--- config.mk ---
export PLATFORM = sky130hd
export DESIGN_NAME = csr_stage_top
export DESIGN_NICKNAME = d
export VERILOG_FILES = /design/src/csr_pkg.sv /design/src/trap_pkg.sv /design/src/csr_if.sv /design/src/csr_access.sv /design/src/csr_machine_regs.sv /design/src/trap_ctrl.sv /design/src/csr_stage_top.sv
export VERILOG_INCLUDE_DIRS = /design/src
export SDC_FILE = /design/constraint.sdc
export NUM_CORES = 1
export LEC_CHECK = 0
export BUFFER_PORTS_ARGS = -buffer_cell sky130_fd_sc_hd__buf_2
export CAP_MARGIN = 10
export CELL_PAD_IN_SITES_DETAIL_PLACEMENT = 1
export CELL_PAD_IN_SITES_GLOBAL_PLACEMENT = 1
export CORE_ASPECT_RATIO = 0.75
export CORE_MARGIN = 2
export CORE_UTILIZATION = 38
export DETAILED_ROUTE_END_ITERATION = 6
export MAX_ROUTING_LAYER = met4
export PLACE_DENSITY_LB_ADDON = 0.2
export SKIP_CTS_REPAIR_TIMING = 1
export SLEW_MARGIN = 15
export SYNTH_ARGS = -nofsm -noshare
export SYNTH_HDL_FRONTEND = slang
export SYNTH_HIERARCHICAL = 1
export SYNTH_SLANG_ARGS = --single-unit
--- constraint.sdc ---
create_clock -name clk -period 3.07 [get_ports clk]
set_input_delay 0.614 -clock clk [delete_from_list [all_inputs] [get_ports clk]]
set_output_delay 0.614 -clock clk [all_outputs]
set_load 0.02 [all_outputs]
--- src/csr_stage_defines.svh ---
`ifndef CSR_STAGE_DEFINES_SVH
`define CSR_STAGE_DEFINES_SVH

// Data width of the core
`define XLEN 32

// CSR address field width
`define CSR_ADDR_W 12

// Width of the cycle counter and the machine timer
`define CNT_W 64

// Privilege mode after reset, M mode
`define CSR_RESET_MODE 2'd3

`endif

--- src/csr_pkg.sv ---
`include "csr_stage_defines.svh"

package csr_pkg;

    // CSR addresses that are implemented
    typedef enum logic [`CSR_ADDR_W-1:0] {
        ADDR_CYCLE    = 12'hc00,
        ADDR_CYCLEH   = 12'hc80,
        ADDR_MSTATUS  = 12'h300,
        ADDR_MISA     = 12'h301,
        ADDR_MIE      = 12'h304,
        ADDR_MTVEC    = 12'h305,
        ADDR_MSCRATCH = 12'h340,
        ADDR_MEPC     = 12'h341,
        ADDR_MCAUSE   = 12'h342,
        ADDR_MIP      = 12'h344,
        ADDR_MCYCLE   = 12'hb00,
        ADDR_MCYCLEH  = 12'hb80
    } csr_addr_e;

    typedef enum logic [2:0] {
        CSR_NONE  = 3'd0,
        CSR_W     = 3'd1,
        CSR_S     = 3'd2,
        CSR_C     = 3'd3,
        CSR_ECALL = 3'd4,
        CSR_MRET  = 3'd5
    } csr_cmd_e;

    typedef enum logic [1:0] {
        MODE_U = 2'd0,
        MODE_M = 2'd3
    } mode_e;

    typedef enum logic [1:0] {
        XTVEC_DIRECT   = 2'd0,
        XTVEC_VECTORED = 2'd1
    } xtvec_mode_e;

    // MXL = 1, extensions I and M
    localparam logic [31:0] MISA_VALUE = 32'h4000_1100;

endpackage

--- src/trap_pkg.sv ---
`include "csr_stage_defines.svh"

package trap_pkg;

    // Exception causes
    localparam logic [`XLEN-1:0] CAUSE_ECALL_FROM_U = 32'd8;
    localparam logic [`XLEN-1:0] CAUSE_ECALL_FROM_M = 32'd11;

    // Machine interrupts carry the top bit
    localparam logic [`XLEN-1:0] CAUSE_M_SOFT_IRQ  = 32'h8000_0003;
    localparam logic [`XLEN-1:0] CAUSE_M_TIMER_IRQ = 32'h8000_0007;
    localparam logic [`XLEN-1:0] CAUSE_M_EXT_IRQ   = 32'h8000_000b;

    // One bit per machine interrupt source, for pending and enable sets
    typedef struct packed {
        logic meip;
        logic mtip;
        logic msip;
    } irq_bits_t;

    // Exception raised by an earlier stage
    typedef struct packed {
        logic             valid;
        logic [`XLEN-1:0] cause;
    } trap_info_t;

endpackage

--- src/csr_if.sv ---
`timescale 1ns/1ps
`include "csr_stage_defines.svh"

// Write port into the register file and its read view
interface csr_rw_if import csr_pkg::*; ();
    logic             wr_en;
    csr_addr_e        wr_addr;
    logic [`XLEN-1:0] wr_data;

    logic [`XLEN-1:0] mstatus_word;
    logic [`XLEN-1:0] mie_word;
    logic [`XLEN-1:0] mip_word;
    logic [`XLEN-1:0] mtvec;
    logic [`XLEN-1:0] mscratch;
    logic [`XLEN-1:0] mepc;
    logic [`XLEN-1:0] mcause;

    modport access (
        output wr_en, wr_addr, wr_data,
        input  mstatus_word, mie_word, mip_word, mtvec, mscratch, mepc, mcause
    );

    modport regs (
        input  wr_en, wr_addr, wr_data,
        output mstatus_word, mie_word, mip_word, mtvec, mscratch, mepc, mcause
    );
endinterface

// Trap state out of the register file and the trap decision back into it
interface trap_if import csr_pkg::*, trap_pkg::*; ();
    mode_e            mode;
    logic             mstatus_mie;
    irq_bits_t        irq_pending;
    irq_bits_t        irq_enable;
    logic [`XLEN-1:0] mtvec;
    // A trap was committed at the end of the last first cycle
    logic             trap_taken;

    logic             take_trap;
    logic             is_interrupt;
    logic [`XLEN-1:0] trap_cause;
    logic [`XLEN-1:0] trap_target;

    modport regs (
        output mode, mstatus_mie, irq_pending, irq_enable, mtvec, trap_taken,
        input  take_trap, is_interrupt, trap_cause, trap_target
    );

    modport ctrl (
        input  mode, mstatus_mie, irq_pending, irq_enable, mtvec, trap_taken,
        output take_trap, is_interrupt, trap_cause, trap_target
    );
endinterface

--- src/csr_access.sv ---
`timescale 1ns/1ps
`include "csr_stage_defines.svh"

module csr_access import csr_pkg::*; (
    input  logic                   clk,
    input  logic                   rst_n,
    input  logic                   valid,
    input  logic                   is_new,
    input  csr_cmd_e               csr_cmd,
    input  logic [`CSR_ADDR_W-1:0] csr_addr,
    input  logic [`XLEN-1:0]       op1_data,
    input  logic [`CNT_W-1:0]      reg_cycle,
    input  mode_e                  mode,
    input  logic                   take_trap,
    csr_rw_if.access               regs,
    output logic [`XLEN-1:0]       next_csr_rdata
);

    logic             can_read;
    logic             can_write;
    logic             cmd_is_write;
    logic [`XLEN-1:0] rdata_raw;
    logic [`XLEN-1:0] rdata;
    logic [`XLEN-1:0] wdata;
    logic [`XLEN-1:0] rdata_saved;

    // Bits 9:8 give the lowest mode allowed, bits 11:10 == 3 mark read-only
    assign can_read  = csr_addr[9:8] <= mode;
    assign can_write = can_read && (csr_addr[11:10] != 2'b11);

    assign cmd_is_write = (csr_cmd == CSR_W) || (csr_cmd == CSR_S) || (csr_cmd == CSR_C);

    always_comb begin
        case (csr_addr)
            ADDR_CYCLE,
            ADDR_MCYCLE:   rdata_raw = reg_cycle[31:0];
            ADDR_CYCLEH,
            ADDR_MCYCLEH:  rdata_raw = reg_cycle[63:32];
            ADDR_MSTATUS:  rdata_raw = regs.mstatus_word;
            ADDR_MISA:     rdata_raw = MISA_VALUE;
            ADDR_MIE:      rdata_raw = regs.mie_word;
            ADDR_MTVEC:    rdata_raw = regs.mtvec;
            ADDR_MSCRATCH: rdata_raw = regs.mscratch;
            ADDR_MEPC:     rdata_raw = regs.mepc;
            ADDR_MCAUSE:   rdata_raw = regs.mcause;
            ADDR_MIP:      rdata_raw = regs.mip_word;
            default:       rdata_raw = '0;
        endcase
    end

    // Denied reads return zero
    assign rdata = can_read ? rdata_raw : '0;

    // Read-modify-write value
    always_comb begin
        case (csr_cmd)
            CSR_W:   wdata = op1_data;
            CSR_S:   wdata = rdata | op1_data;
            CSR_C:   wdata = rdata & ~op1_data;
            default: wdata = '0;
        endcase
    end

    // Write commits in the second cycle only
    assign regs.wr_en   = valid && !is_new && cmd_is_write && can_write;
    assign regs.wr_addr = csr_addr_e'(csr_addr);
    assign regs.wr_data = wdata;

    // Old value is captured before any write lands
    always_ff @(posedge clk or negedge rst_n) begin
        if (!rst_n) begin
            rdata_saved <= '0;
        end else if (valid && is_new && !take_trap) begin
            rdata_saved <= rdata;
        end
    end

    assign next_csr_rdata = rdata_saved;

    // A write is always the second half of a two-cycle instruction
    a_wr_after_first: assert property (
        @(posedge clk) disable iff (!rst_n)
        regs.wr_en |-> !is_new && $past(valid && is_new)
    );

endmodule

--- src/csr_machine_regs.sv ---
`timescale 1ns/1ps
`include "csr_stage_defines.svh"

module csr_machine_regs import csr_pkg::*, trap_pkg::*; (
    input  logic              clk,
    input  logic              rst_n,
    input  logic              valid,
    input  logic              is_new,
    input  csr_cmd_e          csr_cmd,
    input  logic [`XLEN-1:0]  pc,
    input  logic [`CNT_W-1:0] reg_mtime,
    input  logic [`CNT_W-1:0] reg_mtimecmp,
    csr_rw_if.regs            rw,
    trap_if.regs              trap,
    output logic [`XLEN-1:0]  trap_vector
);

    mode_e            cur_mode;
    mode_e            mpp;
    logic             mpie;
    logic             mstatus_mie;
    irq_bits_t        irq_en;
    irq_bits_t        irq_pend;
    irq_bits_t        irq_active;
    irq_bits_t        irq_clear;
    logic             trap_taken;
    logic [`XLEN-1:0] mtvec_r;
    logic [`XLEN-1:0] mscratch_r;
    logic [`XLEN-1:0] mepc_r;
    logic [`XLEN-1:0] mcause_r;
    logic [`XLEN-1:0] trap_vector_r;

    assign irq_active = irq_pend & irq_en;

    // Source that an interrupt trap acknowledges, MEI first
    always_comb begin
        irq_clear = '0;
        if (irq_active.meip) begin
            irq_clear.meip = 1'b1;
        end else if (irq_active.msip) begin
            irq_clear.msip = 1'b1;
        end else if (irq_active.mtip) begin
            irq_clear.mtip = 1'b1;
        end
    end

    always_ff @(posedge clk or negedge rst_n) begin
        if (!rst_n) begin
            cur_mode      <= mode_e'(`CSR_RESET_MODE);
            mpp           <= MODE_M;
            mpie          <= 1'b0;
            mstatus_mie   <= 1'b0;
            irq_en        <= '0;
            irq_pend      <= '0;
            trap_taken    <= 1'b0;
            mtvec_r       <= '0;
            mscratch_r    <= '0;
            mepc_r        <= '0;
            mcause_r      <= '0;
            trap_vector_r <= '1;
        end else begin
            if (valid && is_new) begin
                trap_taken <= trap.take_trap;
                if (trap.take_trap) begin
                    cur_mode      <= MODE_M;
                    mpp           <= cur_mode;
                    mpie          <= mstatus_mie;
                    mstatus_mie   <= 1'b0;
                    mepc_r        <= pc;
                    mcause_r      <= trap.trap_cause;
                    trap_vector_r <= trap.trap_target;
                    if (trap.is_interrupt) begin
                        irq_pend <= irq_bits_t'(irq_pend & ~irq_clear);
                    end
                end else begin
                    irq_pend.mtip <= reg_mtime >= reg_mtimecmp;
                    if (csr_cmd == CSR_MRET) begin
                        cur_mode      <= mpp;
                        mstatus_mie   <= mpie;
                        mpie          <= 1'b1;
                        mpp           <= MODE_U;
                        trap_vector_r <= mepc_r;
                    end else begin
                        // No redirect
                        trap_vector_r <= '1;
                    end
                end
            end
            if (rw.wr_en) begin
                case (rw.wr_addr)
                    ADDR_MSTATUS: begin
                        // Only U and M are legal for mpp
                        mpp         <= (rw.wr_data[12:11] == MODE_U) ? MODE_U : MODE_M;
                        mpie        <= rw.wr_data[7];
                        mstatus_mie <= rw.wr_data[3];
                    end
                    ADDR_MIE: begin
                        irq_en.meip <= rw.wr_data[11];
                        irq_en.mtip <= rw.wr_data[7];
                        irq_en.msip <= rw.wr_data[3];
                    end
                    ADDR_MIP: begin
                        // mtip follows the timer compare
                        irq_pend.meip <= rw.wr_data[11];
                        irq_pend.msip <= rw.wr_data[3];
                    end
                    ADDR_MTVEC:    mtvec_r    <= rw.wr_data;
                    ADDR_MSCRATCH: mscratch_r <= rw.wr_data;
                    ADDR_MEPC:     mepc_r     <= {rw.wr_data[`XLEN-1:2], 2'b00};
                    ADDR_MCAUSE:   mcause_r   <= rw.wr_data;
                    default: begin
                    end
                endcase
            end
        end
    end

    assign rw.mstatus_word = {19'b0, mpp, 3'b0, mpie, 3'b0, mstatus_mie, 3'b0};
    assign rw.mie_word     = {20'b0, irq_en.meip, 3'b0, irq_en.mtip, 3'b0, irq_en.msip, 3'b0};
    assign rw.mip_word     = {20'b0, irq_pend.meip, 3'b0, irq_pend.mtip, 3'b0,
                              irq_pend.msip, 3'b0};
    assign rw.mtvec        = mtvec_r;
    assign rw.mscratch     = mscratch_r;
    assign rw.mepc         = mepc_r;
    assign rw.mcause       = mcause_r;

    assign trap.mode        = cur_mode;
    assign trap.mstatus_mie = mstatus_mie;
    assign trap.irq_pending = irq_pend;
    assign trap.irq_enable  = irq_en;
    assign trap.mtvec       = mtvec_r;
    assign trap.trap_taken  = trap_taken;

    assign trap_vector = trap_vector_r;

    // Mode stays legal through traps, MRET and mstatus writes
    a_mode_legal: assert property (
        @(posedge clk) disable iff (!rst_n)
        cur_mode inside {MODE_M, MODE_U}
    );

    // Acknowledged source is pending, enabled and matches the chosen cause
    a_irq_ack_match: assert property (
        @(posedge clk) disable iff (!rst_n)
        valid && is_new && trap.take_trap && trap.is_interrupt |->
            (irq_clear.meip && trap.trap_cause == CAUSE_M_EXT_IRQ) ||
            (irq_clear.msip && trap.trap_cause == CAUSE_M_SOFT_IRQ) ||
            (irq_clear.mtip && trap.trap_cause == CAUSE_M_TIMER_IRQ)
    );

endmodule

--- src/trap_ctrl.sv ---
`timescale 1ns/1ps
`include "csr_stage_defines.svh"

module trap_ctrl import csr_pkg::*, trap_pkg::*; (
    input  logic       valid,
    input  logic       is_new,
    input  csr_cmd_e   csr_cmd,
    input  trap_info_t trap_info,
    trap_if.ctrl       trap,
    output logic       is_stall,
    output logic       csr_is_trap
);

    irq_bits_t        irq_active;
    logic             global_mie;
    logic             may_interrupt;
    logic             may_trap;
    logic             cmd_is_ecall;
    logic             cmd_is_trap;
    logic             cmd_is_write;
    logic [`XLEN-1:0] irq_cause;
    logic [`XLEN-1:0] expt_cause;
    logic [`XLEN-1:0] ecall_cause;
    logic [`XLEN-1:0] tvec_base;

    assign irq_active = trap.irq_pending & trap.irq_enable;

    // U mode always takes machine interrupts
    assign global_mie    = (trap.mode == MODE_U) || trap.mstatus_mie;
    assign may_interrupt = global_mie && (|irq_active);

    always_comb begin
        if (irq_active.meip) begin
            irq_cause = CAUSE_M_EXT_IRQ;
        end else if (irq_active.msip) begin
            irq_cause = CAUSE_M_SOFT_IRQ;
        end else begin
            irq_cause = CAUSE_M_TIMER_IRQ;
        end
    end

    // ECALL cause depends on the mode it came from
    assign ecall_cause = CAUSE_ECALL_FROM_U + {{(`XLEN-2){1'b0}}, trap.mode};
    assign expt_cause  = (trap_info.cause == CAUSE_ECALL_FROM_U) ? ecall_cause
                                                                 : trap_info.cause;

    assign cmd_is_ecall = csr_cmd == CSR_ECALL;
    assign cmd_is_trap  = cmd_is_ecall || (csr_cmd == CSR_MRET);
    assign cmd_is_write = (csr_cmd == CSR_W) || (csr_cmd == CSR_S) || (csr_cmd == CSR_C);

    assign may_trap = trap_info.valid || may_interrupt;

    // Exceptions win over interrupts
    assign trap.take_trap    = valid && (may_trap || cmd_is_ecall);
    assign trap.is_interrupt = valid && !trap_info.valid && !cmd_is_ecall && may_interrupt;

    always_comb begin
        if (trap_info.valid) begin
            trap.trap_cause = expt_cause;
        end else if (cmd_is_ecall) begin
            trap.trap_cause = ecall_cause;
        end else begin
            trap.trap_cause = irq_cause;
        end
    end

    assign tvec_base = {trap.mtvec[`XLEN-1:2], 2'b00};

    // Vectored interrupts land at base + 4 * code
    always_comb begin
        if (trap.is_interrupt && (xtvec_mode_e'(trap.mtvec[1:0]) == XTVEC_VECTORED)) begin
            trap.trap_target = tvec_base + {trap.trap_cause[`XLEN-3:0], 2'b00};
        end else begin
            trap.trap_target = tvec_base;
        end
    end

    assign is_stall    = valid && is_new && (may_trap || cmd_is_trap || cmd_is_write);
    assign csr_is_trap = valid && !is_new && (may_trap || trap.trap_taken || cmd_is_trap);

endmodule

--- src/csr_stage_top.sv ---
`timescale 1ns/1ps
`include "csr_stage_defines.svh"

module csr_stage_top import csr_pkg::*, trap_pkg::*; (
    input  logic                   clk,
    input  logic                   rst_n,
    input  logic                   valid,
    input  logic                   is_new,
    input  logic                   trap_valid,
    input  logic [`XLEN-1:0]       trap_cause,
    input  logic [`XLEN-1:0]       pc,
    input  csr_cmd_e               csr_cmd,
    input  logic [`CSR_ADDR_W-1:0] csr_addr,
    input  logic [`XLEN-1:0]       op1_data,
    input  logic [`CNT_W-1:0]      reg_cycle,
    input  logic [`CNT_W-1:0]      reg_mtime,
    input  logic [`CNT_W-1:0]      reg_mtimecmp,
    output logic [`XLEN-1:0]       next_csr_rdata,
    output logic                   is_stall,
    output logic                   csr_is_trap,
    output logic [`XLEN-1:0]       csr_trap_vector,
    output mode_e                  output_mode
);

    trap_info_t trap_info;

    csr_rw_if rw_bus ();
    trap_if   trap_bus ();

    assign trap_info   = {trap_valid, trap_cause};
    assign output_mode = trap_bus.mode;

    csr_access access_i (
        .clk            (clk),
        .rst_n          (rst_n),
        .valid          (valid),
        .is_new         (is_new),
        .csr_cmd        (csr_cmd),
        .csr_addr       (csr_addr),
        .op1_data       (op1_data),
        .reg_cycle      (reg_cycle),
        .mode           (trap_bus.mode),
        .take_trap      (trap_bus.take_trap),
        .regs           (rw_bus.access),
        .next_csr_rdata (next_csr_rdata)
    );

    csr_machine_regs regs_i (
        .clk          (clk),
        .rst_n        (rst_n),
        .valid        (valid),
        .is_new       (is_new),
        .csr_cmd      (csr_cmd),
        .pc           (pc),
        .reg_mtime    (reg_mtime),
        .reg_mtimecmp (reg_mtimecmp),
        .rw           (rw_bus.regs),
        .trap         (trap_bus.regs),
        .trap_vector  (csr_trap_vector)
    );

    trap_ctrl trap_ctrl_i (
        .valid       (valid),
        .is_new      (is_new),
        .csr_cmd     (csr_cmd),
        .trap_info   (trap_info),
        .trap        (trap_bus.ctrl),
        .is_stall    (is_stall),
        .csr_is_trap (csr_is_trap)
    );

endmodule

Word level (Yosys, flattened, before mapping)

Cells that the tools add are included.
Widths: inputs -> output; s select.

Input bits: 308
Flip-flop bits (word level): 205
Memories kept: 0
ROM bits: 0
Bits in latches: 0
Output and inout port bits: 68
RAM bits: 0

Equality and inequality tests: 21
Shift operators: 0
Multipliers: 0
Magnitude comparators: 2
Div/mod/pow operators: 0
Reduce and logical (&&, ||, !) cells: 39
Bitwise operators: 6
Muxes and demuxes: 51
Add/sub/neg operators: 2

Operators by type and width:

| operator             | number |
|---|---|
| $mux 32              | 16 |
| $pmux 32 s10         | 1 |
| $eq 12x10->1 const B | 8 |
| $pmux 32 s3          | 1 |
| $ge 64x64->1         | 1 |
| $eq 12x12->1 const B | 4 |
| $add 32x32->32       | 1 |
| $and 32x32->32       | 1 |
| $eq 32x4->1 const B  | 1 |
| $not 32->32          | 1 |
| $or 32x32->32        | 1 |
| $mux 1               | 21 |
| $mux 2               | 9 |
| $logic_and 1x1->1    | 14 |
| $logic_or 1x1->1     | 10 |
| $reduce_and 2->1     | 5 |
| $mux 3               | 3 |
| $and 3x3->3          | 2 |
| $eq 3x2->1 const B   | 2 |
| $eq 3x3->1 const B   | 2 |
| $add 4x2->5 const A  | 1 |
| $logic_not 1->1      | 4 |
| $logic_not 2->1      | 2 |
| $reduce_or 2->1      | 2 |
| 8 further kinds      | 8 |

Logic depth before layout (Yosys ltp)

Depth after elaboration: 11
Gate-level depth with buffers: 19
Gate-level depth less buffers: 18

Modules after synthesis

Netlist, hierarchy kept.

By module, submodules not included:

| module           | area an instance (um2) | times used | sequential area each (um2) | cells an instance |
|---|---|---|---|---|
| csr_machine_regs | 10102.2                | 1          | 4374.2                     | 1052 |
| csr_access       | 4687.0                 | 1          | 800.8                      | 599 |
| trap_ctrl        | 2433.6                 | 1          | 0.0                        | 375 |

Worst setup path after synthesis

OpenSTA, ideal clock, no wires.

Kind: input port to flip-flop
Start point: input port trap_cause[3]
End point: register regs_i.trap_vector_r[26], in the netlist regs_i/trap_vector[26]
Slack: -0.807 ns
Stages: 18
Data arrival time: 3.798 ns
Required time: 2.991 ns
Library setup time: 0.079 ns
Path through: inv_1 > nor4_1 > nand4_1 > o21a_1 > clkbuf_1 > o21ai_0 > ha_1 > inv_1 > fa_1 > nor2b_1 > o31ai_4 > a31oi_4 > o21ai_2 > a2111oi_2 > nor3_1 > o31ai_1 > o22ai_1 > o21ai_0

Longest elaborated chain between the ends: 6

Ends and longest elaborated chain:

| element                      | line                   | RTL |
|---|---|---|
| from (decl)                  | csr_stage_top.sv:10    | `` input logic [`XLEN-1:0] trap_cause, `` |
| $eq 32x4->1                  | trap_ctrl.sv:44        | `assign expt_cause = (trap_info.cause == CAUSE_ECALL_FROM_U) ? ecall_cause` |
| $mux 32                      | trap_ctrl.sv:44        |  |
| $mux 32                      | trap_ctrl.sv:58        | `if (trap_info.valid) begin` |
| net trap_bus.trap_cause[0]   | csr_if.sv:41           | `` logic [`XLEN-1:0] trap_cause; `` |
| $add 32x32->32               | trap_ctrl.sv:72        | `` trap.trap_target = tvec_base + {trap.trap_cause[`XLEN-3:0], 2'b00}; `` |
| $mux 32                      | trap_ctrl.sv:71        | `if (trap.is_interrupt && (xtvec_mode_e'(trap.mtvec[1:0]) == XTVEC_VECTORED)) begin` |
| net trap_bus.trap_target[26] | csr_if.sv:42           | `` logic [`XLEN-1:0] trap_target; `` |
| $mux 32                      | csr_machine_regs.sv:64 | `if (trap.take_trap) begin` |
| to (signal assigned)         | csr_machine_regs.sv:71 | `trap_vector_r <= trap.trap_target;` |
| to (signal assigned)         | csr_machine_regs.sv:82 | `trap_vector_r <= mepc_r;` |
| to (decl)                    | csr_machine_regs.sv:31 | `` logic [`XLEN-1:0] trap_vector_r; `` |

The timed path passes the listed nets, and every way through them passes these cells.
A chain may end at the register's enable or synchronous reset.

Worst setup path after layout

Start point: input port trap_cause[8]
End point: register regs_i.trap_vector_r[16], in the netlist regs_i/trap_vector[16]

The elaborated chain is that of the path after synthesis.

==> out/metrics.csv <==
stage,metric,value,unit
status,status,"finished, violations left",
status,violations,setup timing,
timing,worstMarginPinSlew,1152,ps
timing,final_max_slew_viol_count,0,
synthesis,synth_compound_area_share,22.09,%
cells_and_area,fin_nets,3006,
drt,avgViaCountPerCell,5.758,
grt,grt_max_degree,78,
power_and_ir_drop,p_seq_share,38.1,%
grt,grt_pass1_wl,119000,um
power_and_ir_drop,vdd_ir_drop_max,328.3,uV
setup_path,cp_num_cells,17,
synthesis,ys_seq_elements,205,
synthesis,syn_area,0.01722,sq mm
clock_network,clock_path_buffers,3,
synthesis,ys.warnings.count,6,
cells_and_area,n_fill_cell,5281,
floorplan,die_w,249.8,um
drt,vias,18490,
setup_path,reg2reg_to,regs_i/trap_vector[16]$_DFFE_PN1P_,
timing,setup_tns,-6468,ps
cells_and_area,multi_input_area,0.01150,sq mm
clock_network,cts_root_buf,clkbuf_16,
cells_and_area,mostFrequentLayoutCell,buf_2,
setup_path,cpPeakStageDelay,420,ps
cells_and_area,finish.utilization,52.94,%
hold_path,hp-class,in2async,
place,placed_cells,3137,
floorplan,rows,67,
power_and_ir_drop,power,8.542,mW
floorplan,core-area,0.04468,sq mm
synthesis,avgSynthCellArea,8.501,sq um
clock_network,htree_levels,1,
drt,dr.pass1.iters,5,
clock_network,cts_tree,built,
synthesis,synth_edf_count,0,
synthesis,synth_cells,2026,
timing,relSlewSlack,23.02,%
setup_path,critical_path_class,in2reg,
cells_and_area,most-common-layout-cells,"buf_2, nand2_1, buf_4",
synthesis,synth_ff_type,dfrtp_1,
setup_path,crit_end,regs_i/trap_vector[16]$_DFFE_PN1P_,
clock_network,cts_buffers,24,
cells_and_area,seq_area,0.005175,sq mm
setup_path,path_cells,"buf_2, nor4_2, nand4_1, o21a_4, mux2_4, inv_2, fa_2, nor2b_4, o31ai_4, a31oi_4, buf_6, o31ai_4, a21oi_2, or4_4, nand3_2, o22ai_2, o21ai_1",
timing,fin_crit_sh,113.3,%
timing,layout_min_cycle_time,3477,ps
synthesis,yosysSeqAreaShare,30.05,%
clock_network,clk_latency,580,ps
cells_and_area,stdcell_area,0.02366,sq mm
place,placed_area,0.02125,sq mm
place,gp_congestion,0.9336,
setup_path,worstPathArrival,3980,ps
cells_and_area,area_growth,37.36,%
cells_and_area,final-instance-count-excl-fill,3211,
grt,antenna_found_initial,5,
timing,setup_slack,-407.4,ps
synthesis,ys_types,104,
power_and_ir_drop,p_switching,2.779,mW
drt,postRouteWirelength,85470,um
drt,drt_iter0_markers,1518,
setup_path,critPathTopFamily,compound AO/OA/AOI/OAI gates,
setup_path,cp.required,3580,ps
floorplan,start_util,38.55,%
setup_path,slowest_stage,or4_4,
setup_path,reg2reg_from,regs_i/trap.mode[1]$_DFFE_PN1P_,
power_and_ir_drop,comb_power_share,23.7,%
power_and_ir_drop,switching_share,32.53,%
timing,fin_skew,32.70,ps
drt,drc,0,
place,io_buffers,375,
drt,wire_per_inst,26.62,um
setup_path,ff2ff_path_depth,14,
setup_path,crit_top_cell,o31ai_4,
clock_network,numClockSinks,205,
synthesis,async_flop_share,100.0,%
timing,rsz0062_at_grt,true,
power_and_ir_drop,clkPwrFrac,38.2,%
synthesis,synth_mux_area_share,9.735,%
power_and_ir_drop,p_leak,11.47,nW
setup_path,start_kind,input pin,
setup_path,cp_num_buf_inv,3,
drt,ant_nets,0,
setup_path,cp_max_fo,7,
synthesis,synth_fa_ha_area_share,7.018,%
grt,grt_pass1_vias,19040,
setup_path,cp-startpoint,trap_cause[8],
timing,fmax,0.2876,GHz
grt,track_usage,34.35,%
timing,setup_viol,53,
synthesis,synthXorXnorAreaFrac,0.8645,%
grt,gr-total-overflow,0,
floorplan,ios,376,
synthesis,synth_top_family_by_area,compound AO/OA/AOI/OAI gates,
floorplan,chipHeight,188.4,um
job,maxCapViolations,0,
clock_network,path_clk_slew,70,ps
setup_path,rrSetupSlack,-120,ps
setup_path,endpoint_kind,flip-flop,
power_and_ir_drop,internal-power,5.763,mW
cells_and_area,drive_gt1_share,40.65,%
place,dpl.hpwl,64100,um
synthesis,yosys.area_share.simple,18.42,%
timing,final_hold_viol_count,0,
power_and_ir_drop,power_density,361.1,mW/mm^2
floorplan,die-area,0.04706,sq mm
[worst register-to-register path, delay by kind of cell, from the launching register on]
kind	cells	cell delay, ps
AOI/OAI and AO/OA	6	1020
adders and majority gates	1	230
buffers and inverters	2	220
DFF	1	400
muxes	1	330
and+or+nand+nor	4	930
[metal layers]
layer | GRT usage [%] | part of all wire (%)
met1 | 44.43 | 44
met2 | 57.48 | 48
met3 | 3.329 | 5.2
met4 | 9.337 | 3.5
met5 | - | 0
[power groups by stage]
stage | registers (mW) | logic (mW) | clock network, mW
after floorplan | 3.25 | 0.939 | 0
after global placement | 3.28 | 1.78 | 0
after detailed placement | 3.29 | 1.84 | 0
after CTS | 3.24 | 1.85 | 3.29
after global routing | 3.27 | 2.18 | 3.38
final | 3.25 | 2.03 | 3.26
[kinds of logic after synthesis]
kind of cell / Yosys count
compound gates: 560
xor+xnor: 17
fa+ha+maj: 96
buf+inv: 347
flops: 205
mux: 136
other cells: 2
simple gates: 663
[final cells by class]
type | count | area share, %
Multi-Input combinational cell | 1560 | 48.62
Sequential cell | 205 | 21.88
Timing Repair Buffer | 723 | 21.29
Tap cell | 586 | 3.099
Clock buffer | 33 | 2.893
Inverter | 88 | 1.407
Clock inverter | 11 | 0.7616
Antenna cell | 5 | 0.05289
[Yosys cell counts, drive strengths merged, types with 12 or more instances]
| cell | count | share of area, % |
|---|---|---|
| ha | 95 | 6.9 |
| a22o | 25 | 1.3 |
| a31oi | 71 | 2.7 |
| nand2 | 320 | 7.0 |
| mux2i | 64 | 3.7 |
| nor2 | 142 | 3.2 |
| dfrtp | 169 | 25 |
| nor4 | 15 | 0.67 |
| nor3 | 17 | 0.59 |
| buf | 207 | 8.7 |
| nand3 | 31 | 0.97 |
| a221oi | 20 | 1.2 |
| a22oi | 39 | 1.7 |
| o21ai | 126 | 3.7 |
| a21oi | 86 | 2.5 |
| nor2b | 12 | 0.44 |
| o22ai | 54 | 2.0 |
| nand4 | 24 | 0.87 |
| and2 | 35 | 1.3 |
| inv | 87 | 1.9 |
| dfstp | 36 | 5.5 |
| a211oi | 12 | 0.55 |
| o31ai | 35 | 1.9 |
| mux2 | 72 | 6.0 |
| clkbuf | 52 | 1.1 |
| a21o | 17 | 0.74 |
[stage by stage]
step	setup slack (ps)	hold slack, ps
finish	-407.4	38.19
global route	-531.7	138.4
CTS	-832.5	141.5
detailed placement	-1409	463.2
global placement	-1389	454.2
floorplan	-546.4	318.4
[sequential cells by signal, summed over array words and instances, names as in the netlist]
register / count
access_i/next_csr_rdata: 32
regs_i/mpie: 1
regs_i/mpp: 2
regs_i/rw.mcause: 32
regs_i/rw.mepc: 32
regs_i/rw.mie_word: 3
regs_i/rw.mip_word: 3
regs_i/rw.mscratch: 32
regs_i/rw.mtvec: 32
regs_i/trap.mode: 2
regs_i/trap.mstatus_mie: 1
regs_i/trap.trap_taken: 1
regs_i/trap_vector: 32
[worst min-delay path by stage]
stage	from	endpoint	slack, ps	depth (start not counted)
final	rst_n	access_i/next_csr_rdata[26]$_DFFE_PN0P_	40	1
after global routing	rst_n	access_i/next_csr_rdata[29]$_DFFE_PN0P_	140	1
after CTS	rst_n	access_i/next_csr_rdata[29]$_DFFE_PN0P_	140	1
after detailed placement	regs_i/trap_vector[10]$_DFFE_PN1P_	regs_i/trap_vector[10]$_DFFE_PN1P_	460	2
after global placement	regs_i/trap_vector[28]$_DFFE_PN1P_	regs_i/trap_vector[28]$_DFFE_PN1P_	450	2
after floorplan	rst_n	access_i/next_csr_rdata[0]$_DFFE_PN0P_	320	0
Note: power is estimated with default switching activity, not from simulation.
